===== config.mk =====
export PLATFORM = sky130hd
export DESIGN_NAME = capture_top
export DESIGN_NICKNAME = d
export VERILOG_FILES = /design/src/capture_pkg.sv /design/src/adc_sampler.sv /design/src/capture_ctrl.sv /design/src/capture_buffer.sv /design/src/host_port.sv /design/src/seg_led_hex.sv /design/src/capture_top.sv
export SDC_FILE = /design/constraint.sdc
export NUM_CORES = 1
export LEC_CHECK = 0
export BUFFER_PORTS_ARGS = -buffer_cell sky130_fd_sc_hd__buf_2
export CAP_MARGIN = 25
export CORE_ASPECT_RATIO = 0.5
export CORE_MARGIN = 4
export CORE_UTILIZATION = 25
export CTS_CLUSTER_DIAMETER = 120
export DETAILED_ROUTE_END_ITERATION = 8
export GPL_TIMING_DRIVEN = 0
export RECOVER_POWER = 25
export SLEW_MARGIN = 10
export SYNTH_ARGS = -nofsm -noshare
export SYNTH_HDL_FRONTEND = slang
export SYNTH_HIERARCHICAL = 1
export SYNTH_SLANG_ARGS = --single-unit

===== constraint.sdc =====
create_clock -name sys_clk -period 2.85 [get_ports sys_clk]
set_input_delay 0.57 -clock sys_clk [delete_from_list [all_inputs] [get_ports sys_clk]]
set_output_delay 0.57 -clock sys_clk [all_outputs]
set_load 0.02 [all_outputs]

===== src/capture_pkg.sv =====
package capture_pkg;

  localparam int BUF_AW       = 6;               // 64 sample buffer
  localparam int BUF_DEPTH    = 1 << BUF_AW;
  localparam int ADC_DIV      = 4;               // 2 high, 2 low
  localparam int ADC_PW       = $clog2(ADC_DIV);
  localparam int DIGIT_CYCLES = 16;              // Dwell per display digit
  localparam int DIG_CW       = $clog2(DIGIT_CYCLES);
  localparam int NUM_DIGITS   = 6;

  typedef logic [7:0]        sample_t;
  typedef logic [BUF_AW-1:0] buf_addr_t;
  typedef logic [7:0]        count_t;
  typedef logic [3:0]        decim_t;
  typedef logic [3:0]        cmd_t;
  typedef logic [15:0]       word_t;

  // Pi port command codes
  localparam cmd_t CMD_ARM         = 4'd1;
  localparam cmd_t CMD_STOP        = 4'd2;
  localparam cmd_t CMD_RD_RST      = 4'd3;
  localparam cmd_t CMD_READ        = 4'd4;
  localparam cmd_t CMD_STATUS      = 4'd5;
  localparam cmd_t CMD_DECIM_SHIFT = 4'd6;

  typedef enum logic [1:0] {
    CAP_IDLE,
    CAP_RUN,
    CAP_DONE
  } cap_state_t;

endpackage


===== src/adc_sampler.sv =====
module adc_sampler (
  input  logic                 sys_clk,
  input  logic                 rst,
  input  capture_pkg::sample_t adc_data,
  output logic                 adc_clk,
  output capture_pkg::sample_t sample,
  output logic                 sample_valid
);
  import capture_pkg::*;

  localparam logic [ADC_PW-1:0] PH_FALL = ADC_PW'(ADC_DIV / 2 - 1);
  localparam logic [ADC_PW-1:0] PH_LAST = ADC_PW'(ADC_DIV - 1);

  logic [ADC_PW-1:0] phase;  // Position inside one adc_clk period

  always_ff @(posedge sys_clk) begin
    if (rst) begin
      phase        <= '0;
      adc_clk      <= 1'b1;  // Period starts in the high half
      sample_valid <= 1'b0;
    end else begin
      sample_valid <= 1'b0;
      if (phase == PH_LAST) begin
        phase   <= '0;
        adc_clk <= 1'b1;     // Rising edge, ADC updates its output
      end else begin
        phase <= phase + 1'b1;
      end
      if (phase == PH_FALL) begin
        adc_clk      <= 1'b0;
        sample_valid <= 1'b1; // One strobe per conversion
      end
    end
  end

  // Data is stable across the high half, take it at the fall
  always_ff @(posedge sys_clk) begin
    if (phase == PH_FALL) begin
      sample <= adc_data;
    end
  end

endmodule


===== src/capture_ctrl.sv =====
module capture_ctrl (
  input  logic                   sys_clk,
  input  logic                   rst,
  input  capture_pkg::sample_t   sample,
  input  logic                   sample_valid,
  input  logic                   arm,
  input  logic                   stop,
  input  capture_pkg::decim_t    decim,
  output logic                   wr_en,
  output capture_pkg::buf_addr_t wr_addr,
  output capture_pkg::sample_t   wr_data,
  output logic                   busy,
  output logic                   done,
  output capture_pkg::count_t    count
);
  import capture_pkg::*;

  cap_state_t state;
  decim_t     skip_cnt;  // Samples still to drop before the next store

  assign busy = (state == CAP_RUN);
  assign done = (state == CAP_DONE);

  always_ff @(posedge sys_clk) begin
    if (rst) begin
      state    <= CAP_IDLE;
      skip_cnt <= '0;
      wr_en    <= 1'b0;
      wr_addr  <= '0;
      count    <= '0;
    end else begin
      wr_en <= 1'b0;
      if (wr_en) begin
        wr_addr <= wr_addr + 1'b1;
        count   <= count + 1'b1;
        if (state == CAP_RUN && count == count_t'(BUF_DEPTH - 1)) begin
          state <= CAP_DONE;  // Buffer full
        end
      end
      if (state == CAP_RUN && sample_valid) begin
        if (skip_cnt == '0) begin
          wr_en    <= 1'b1;
          skip_cnt <= decim;
        end else begin
          skip_cnt <= skip_cnt - 1'b1;
        end
      end
      if (stop) begin
        state <= CAP_DONE;
      end
      if (arm) begin         // Fresh capture wins over everything
        state    <= CAP_RUN;
        wr_en    <= 1'b0;
        wr_addr  <= '0;
        count    <= '0;
        skip_cnt <= '0;
      end
    end
  end

  always_ff @(posedge sys_clk) begin
    if (sample_valid) begin
      wr_data <= sample;    // Held until the write cycle
    end
  end

endmodule


===== src/capture_buffer.sv =====
module capture_buffer (
  input  logic                   sys_clk,
  input  logic                   wr_en,
  input  capture_pkg::buf_addr_t wr_addr,
  input  capture_pkg::sample_t   wr_data,
  input  capture_pkg::buf_addr_t rd_addr,
  output capture_pkg::sample_t   rd_data
);
  import capture_pkg::*;

  sample_t mem [BUF_DEPTH];  // Stands in for the SDRAM

  always_ff @(posedge sys_clk) begin
    if (wr_en) begin
      mem[wr_addr] <= wr_data;
    end
  end

  always_ff @(posedge sys_clk) begin
    rd_data <= mem[rd_addr];  // One cycle read latency
  end

endmodule


===== src/host_port.sv =====
module host_port (
  input  logic                   sys_clk,
  input  logic                   rst,
  input  logic                   rbp_req,
  input  logic                   rbp_rst,
  input  logic                   rbp_dat,
  input  capture_pkg::cmd_t      rbp_cmd,
  output logic                   rbp_ack,
  output capture_pkg::word_t     rbp_data,
  output logic                   arm,
  output logic                   stop,
  output capture_pkg::decim_t    decim,
  input  logic                   busy,
  input  logic                   done,
  input  capture_pkg::count_t    count,
  output capture_pkg::buf_addr_t rd_addr,
  input  capture_pkg::sample_t   rd_data
);
  import capture_pkg::*;

  typedef enum logic [1:0] {
    P_IDLE,  // Waiting for req
    P_RD0,   // Low byte on its way
    P_RD1,   // High byte on its way
    P_HOLD   // Ack high or waiting for req low
  } port_state_t;

  port_state_t state;
  logic        req_s1, req_s2;
  logic        rst_s1, rst_s2;
  logic        dat_s1, dat_s2;
  cmd_t        cmd_s1, cmd_s2;
  buf_addr_t   ptr;           // Read pointer into the buffer

  // Two flop synchronisers for everything coming from the Pi
  always_ff @(posedge sys_clk) begin
    if (rst) begin
      req_s1 <= 1'b0;
      req_s2 <= 1'b0;
      rst_s1 <= 1'b0;
      rst_s2 <= 1'b0;
    end else begin
      req_s1 <= rbp_req;
      req_s2 <= req_s1;
      rst_s1 <= rbp_rst;
      rst_s2 <= rst_s1;
    end
  end

  always_ff @(posedge sys_clk) begin
    dat_s1 <= rbp_dat;
    dat_s2 <= dat_s1;
    cmd_s1 <= rbp_cmd;
    cmd_s2 <= cmd_s1;
  end

  assign rd_addr = (state == P_RD0) ? buf_addr_t'(ptr + 1'b1) : ptr;

  always_ff @(posedge sys_clk) begin
    if (rst) begin
      state   <= P_IDLE;
      rbp_ack <= 1'b0;
      arm     <= 1'b0;
      stop    <= 1'b0;
      decim   <= '0;
      ptr     <= '0;
    end else begin
      arm  <= 1'b0;
      stop <= 1'b0;
      if (rst_s2) begin       // Protocol reset
        state   <= P_HOLD;
        rbp_ack <= 1'b0;
        ptr     <= '0;
      end else begin
        case (state)
          P_IDLE: begin
            if (req_s2) begin
              state   <= (cmd_s2 == CMD_READ) ? P_RD0 : P_HOLD;
              rbp_ack <= (cmd_s2 != CMD_READ);
              case (cmd_s2)
                CMD_ARM:         arm   <= 1'b1;
                CMD_STOP:        stop  <= 1'b1;
                CMD_RD_RST:      ptr   <= '0;
                CMD_DECIM_SHIFT: decim <= {decim[2:0], dat_s2};
                default: ;
              endcase
            end
          end
          P_RD0: state <= P_RD1;
          P_RD1: begin
            state   <= P_HOLD;
            rbp_ack <= 1'b1;
            ptr     <= ptr + 2'd2; // Wraps with the buffer
          end
          P_HOLD: begin
            if (!req_s2) begin
              state   <= P_IDLE;
              rbp_ack <= 1'b0;
            end
          end
        endcase
      end
    end
  end

  // Answer word, stable while ack is high
  always_ff @(posedge sys_clk) begin
    if (state == P_IDLE && req_s2) begin
      case (cmd_s2)
        CMD_STATUS:      rbp_data <= {busy, done, 2'b00, decim, count};
        CMD_DECIM_SHIFT: rbp_data <= word_t'({decim[2:0], dat_s2});
        default:         rbp_data <= '0;
      endcase
    end else if (state == P_RD0) begin
      rbp_data[7:0] <= rd_data;
    end else if (state == P_RD1) begin
      rbp_data[15:8] <= rd_data;
    end
  end

endmodule


===== src/seg_led_hex.sv =====
module seg_led_hex (
  input  logic                 sys_clk,
  input  logic                 rst,
  input  capture_pkg::sample_t data0,
  input  capture_pkg::sample_t data1,
  input  capture_pkg::sample_t data2,
  output logic [5:0]           seg_sel,
  output logic [7:0]           seg_led
);
  import capture_pkg::*;

  logic [DIG_CW-1:0] tick;    // Dwell counter
  logic [2:0]        digit;   // Digit being lit
  logic [3:0]        nibble;

  always_ff @(posedge sys_clk) begin
    if (rst) begin
      tick  <= '0;
      digit <= '0;
    end else if (tick == DIG_CW'(DIGIT_CYCLES - 1)) begin
      tick  <= '0;
      digit <= (digit == 3'(NUM_DIGITS - 1)) ? 3'd0 : digit + 1'b1;
    end else begin
      tick <= tick + 1'b1;
    end
  end

  assign seg_sel = ~(6'b000001 << digit);  // Active low select

  always_comb begin
    case (digit)
      3'd0:    nibble = data0[3:0];
      3'd1:    nibble = data0[7:4];
      3'd2:    nibble = data1[3:0];
      3'd3:    nibble = data1[7:4];
      3'd4:    nibble = data2[3:0];
      default: nibble = data2[7:4];
    endcase
  end

  // Segments dp,g..a active low, dp kept dark
  always_comb begin
    case (nibble)
      4'h0:    seg_led = 8'hc0;
      4'h1:    seg_led = 8'hf9;
      4'h2:    seg_led = 8'ha4;
      4'h3:    seg_led = 8'hb0;
      4'h4:    seg_led = 8'h99;
      4'h5:    seg_led = 8'h92;
      4'h6:    seg_led = 8'h82;
      4'h7:    seg_led = 8'hf8;
      4'h8:    seg_led = 8'h80;
      4'h9:    seg_led = 8'h90;
      4'ha:    seg_led = 8'h88;
      4'hb:    seg_led = 8'h83;
      4'hc:    seg_led = 8'hc6;
      4'hd:    seg_led = 8'ha1;
      4'he:    seg_led = 8'h86;
      default: seg_led = 8'h8e;
    endcase
  end

endmodule


===== src/capture_top.sv =====
module capture_top (
  input  logic                 sys_clk,
  input  logic                 rst,
  input  capture_pkg::sample_t adc_data,
  output logic                 adc_clk,
  input  logic                 rbp_req,
  input  logic                 rbp_rst,
  input  logic                 rbp_dat,
  input  capture_pkg::cmd_t    rbp_cmd,
  output logic                 rbp_ack,
  output capture_pkg::word_t   rbp_data,
  output logic [3:0]           led,
  output logic [5:0]           seg_sel,
  output logic [7:0]           seg_led
);
  import capture_pkg::*;

  sample_t   sample;       // Latest ADC byte
  logic      sample_valid;
  logic      wr_en;
  buf_addr_t wr_addr;
  sample_t   wr_data;
  buf_addr_t rd_addr;
  sample_t   rd_data;
  logic      arm;
  logic      stop;
  decim_t    decim;
  logic      busy;
  logic      done;
  count_t    count;

  adc_sampler ins_adc_sampler (
    .sys_clk      (sys_clk),
    .rst          (rst),
    .adc_data     (adc_data),
    .adc_clk      (adc_clk),
    .sample       (sample),
    .sample_valid (sample_valid)
  );

  capture_ctrl ins_capture_ctrl (
    .sys_clk      (sys_clk),
    .rst          (rst),
    .sample       (sample),
    .sample_valid (sample_valid),
    .arm          (arm),
    .stop         (stop),
    .decim        (decim),
    .wr_en        (wr_en),
    .wr_addr      (wr_addr),
    .wr_data      (wr_data),
    .busy         (busy),
    .done         (done),
    .count        (count)
  );

  capture_buffer ins_capture_buffer (
    .sys_clk (sys_clk),
    .wr_en   (wr_en),
    .wr_addr (wr_addr),
    .wr_data (wr_data),
    .rd_addr (rd_addr),
    .rd_data (rd_data)
  );

  host_port ins_host_port (
    .sys_clk  (sys_clk),
    .rst      (rst),
    .rbp_req  (rbp_req),
    .rbp_rst  (rbp_rst),
    .rbp_dat  (rbp_dat),
    .rbp_cmd  (rbp_cmd),
    .rbp_ack  (rbp_ack),
    .rbp_data (rbp_data),
    .arm      (arm),
    .stop     (stop),
    .decim    (decim),
    .busy     (busy),
    .done     (done),
    .count    (count),
    .rd_addr  (rd_addr),
    .rd_data  (rd_data)
  );

  seg_led_hex ins_seg_led_hex (
    .sys_clk (sys_clk),
    .rst     (rst),
    .data0   (sample),
    .data1   (count),
    .data2   (sample_t'(decim)),  // Zero extended
    .seg_sel (seg_sel),
    .seg_led (seg_led)
  );

  assign led = {done, busy, rbp_ack, rbp_req};  // Port and capture state

endmodule


==> results.txt <==
outcome: finished with violations
violated checks: negative setup slack
Clk Latency, worst-skew pair: 0.62 ns
placed instance count: 2732
Post-DP HPWL: 42.3 mm
Seq cells post-synth: 612
Worst-path clk slew: 0.07 ns
met3 Track Usage GR: 2.41%
I/O Buffers: 51
total wire length: 62.1 mm
RePlAce Congestion: 0.904
Storage cell area: 17700 um2
Longest Clk Path Bufs: 3
Initial DRT Pass Iterations: 5
vias in the first global route: 13399
Cell Count, Final, Fillers Out: 2859
fmax: 309 MHz
Final Critical Period: 3.24 ns
hold bufs inserted after CTS: 0
Residual DRC: 0
clock root buffer: clkbuf_16
crit-path most repeated cell: ha_4
layout cells sized above 1: 30.9%
P&R area growth vs syn: 19.9%
IO Pins: 53
GRT busiest layer: met2
Starting Density: 25.4%
Hold Crit Class: input pin to flip-flop
worst vdd ir: 0.474 mV
synth top area cells: edfxtp_1, mux4_2, dfxtp_1
Post-synth EDFFs: 544
antenna cells: 0
area leader, netlist: edfxtp_1
CP max stage delay: 0.34 ns
synthesized cell area: 24500 um2
slowest CP cell: dfxtp_2
Arr. time, crit path: 2.67 ns
CP endpoint kind: primary output
Post-Synthesis Cells: 1341
finished layout cell area: 29300 um2
Buf+Inv Stages, Crit Path: 4
Core Rows: 80
gr ovfl total: 0
share of Yosys cell area claimed by the top area cell type: 66.7%
initial antenna violation count: 1
Hold Vio Cnt, Final: 0
sequential area share after synthesis: 72.3%
clock sink count: 612
vias after detailed routing: 13235
ys async rst share: 0%
delay-heaviest family, CP: compound AO/OA/AOI/OAI gates
CTS tree: done
Die Y: 229 um
total CTS buffers: 59
CTS HTree Levels: 2
top_reg_cell synth: edfxtp_1
core footprint: 96200 um2
Final WS setup: -0.387 ns
Antenna Nets Post-Route: 0
CP Data Required Time: 2.28 ns
grt met1 use: 15.9%
die area: 103000 um2
Setup violations, final: 45
chip width: 450 um
crit start category: flip-flop
leakage dissipation: 9.07 nW
Multi-input gate area: 6600 um2
PD cells: 775 nW/um2
average wire per standard cell: 21.7 um
fin util: 30.5%
First DRT Iteration DRCs: 1426
crit path cell chain: buf_6, clkinvlp_4, ha_4, a21o_4, o211ai_1, o21ai_4, inv_2, ha_4, mux2i_1, o2bb2ai_1, buf_4
largest net degree at the start of global routing: 30
max cap viols: 0
drt via density: 4.63
crit path kind: flip-flop to primary output
Pins Over Slew Limit: 0
Slew HR: 14.0%
Ys Warns: 6
Final nets: 1534
count of cell types in the netlist: 75
met2 global-route usage: 19.1%
worst-margin pin slew: 1.29 ns
total power: 0.0227 W
Clock Skew: 0.0171 ns
Area after DPL: 26900 um2
Syn Area/Cell: 18.3 um2
CP Max Fanout: 7
first-pass GRT wire length: 91.1 mm
fillcell total: 9333
GR Util All Layers: 11.8%
RSZ-0062 raised after global routing: true
Period Utilization, post-route: 114%
[flip-flops by register name, summed over array words and instances, names as in the netlist, 5 cells and up]
register	cells
ins_capture_buffer/mem	512
ins_host_port/rbp_data	16
ins_adc_sampler/sample	8
ins_capture_buffer/rd_data	8
ins_capture_ctrl/count	8
ins_capture_ctrl/wr_data	8
ins_capture_ctrl/wr_addr	6
ins_host_port/ptr	5
[power by group]
part / leakage [nW] / total (W) / internal (W) / switching, W
Sequential: 5.46 / 0.0102 / 0.0100 / 0.000142
Clock: 0.993 / 0.00803 / 0.00470 / 0.00333
Combinational: 2.62 / 0.00455 / 0.00211 / 0.00244
Total: 9.07 / 0.0227 / 0.0168 / 0.00591
[path summary, 6_finish.rpt]
check	startpoint	slack [ns]	endpoint	cells past startpoint
setup / recovery	ins_seg_led_hex/digit[2]	-0.39	seg_led[6]	11
hold / removal	rbp_dat	0.05	ins_host_port/dat_s1	1
hold reg to reg	ins_host_port/cmd_s1[1]	0.33	ins_host_port/cmd_s2[1]	0
setup reg to reg	ins_capture_ctrl/wr_addr[1]	-0.13	ins_capture_buffer/mem[42][2]	4
[cell families (layout without fill, tap and decap cells)]
| family | Yosys count | in the layout | share of synthesized area [%] |
|---|---|---|---|
| AOI/OAI and AO/OA | 135 | 135 | 4.13 |
| and+or+nand+nor | 284 | 284 | 5.90 |
| other | 2 | 5 | 0.0307 |
| muxes | 179 | 179 | 13.8 |
| adders and majority gates | 19 | 19 | 0.971 |
| DFF | 612 | 612 | 72.3 |
| buffers and inverters | 98 | 301 | 2.38 |
| xor gates and xnor gates | 12 | 12 | 0.429 |
[cell type report]
cell class	instances	share of cell area, %
buffer	76	2.10
clock buffer	79	5.78
clock inverter	31	1.04
inverter	21	0.282
multi-input combinational	634	22.5
sequential	612	60.3
tap	1312	5.60
timing repair buffer	94	2.36
[routing by layer]
layer  up-vias  share of wire [%]
met1      6923                 43
met4         2                2.3
met3        95                7.8
li1       5695                  -
met2       520                 47
met5         -              0.021
[Yosys cell counts, types with 7 or more instances]
cell type	count
a21oi_1	21
or3_1	9
buf_6	8
a211oi_1	10
dfxtp_1	68
edfxtp_1	544
ha_1	19
nand4_1	7
nand2_1	39
buf_4	25
nand2b_1	15
o22ai_1	9
o21ai_0	14
clkbuf_1	23
nor2b_1	26
buf_2	14
o221ai_1	8
nor3_1	13
a22o_1	8
mux4_2	126
nor2_1	115
inv_1	21
mux2i_1	38
mux2_2	15
nand3_1	21
[stage by stage]
stage	worst slack, ns	hold WS [ns]	setup TNS [ns]
4_1_cts	-0.349	0.0155	-2.61
6_report	-0.387	0.0546	-3.81
5_1_grt	-0.525	0.0245	-10.05
2_1_floorplan	0.0306	0.310	0
3_3_place_gp	-0.682	0.316	-9.07
3_5_place_dp	-0.736	0.312	-12.28
[layout by cell type, fill, tap and decap left out, drive strengths merged, types with 7 or more instances in the layout]
cell,Yosys,routed
nor2b,26,26
a21oi,21,21
o221ai,8,8
clkbuf,23,118
nand2,40,40
or3,9,9
edfxtp,544,544
nand2b,15,15
nand3,21,21
nand4,9,9
inv,21,21
o22ai,10,10
clkinv,0,23
mux4,126,126
o21ai,21,21
mux2i,38,38
a22o,8,8
buf,54,131
nor3b,7,7
mux2,15,15
nor3,15,15
dfxtp,68,68
nor2,115,115
ha,19,19
a211oi,10,10
a21o,7,7
[what timing repair did]
action	4_1_cts	5_1_grt
setup endpoints to repair	136	301
pin swaps	14	9
cloned	0	0
gates resized for setup	117	40
buffers inserted	15	2
Power figures use the tool's default switching activity.
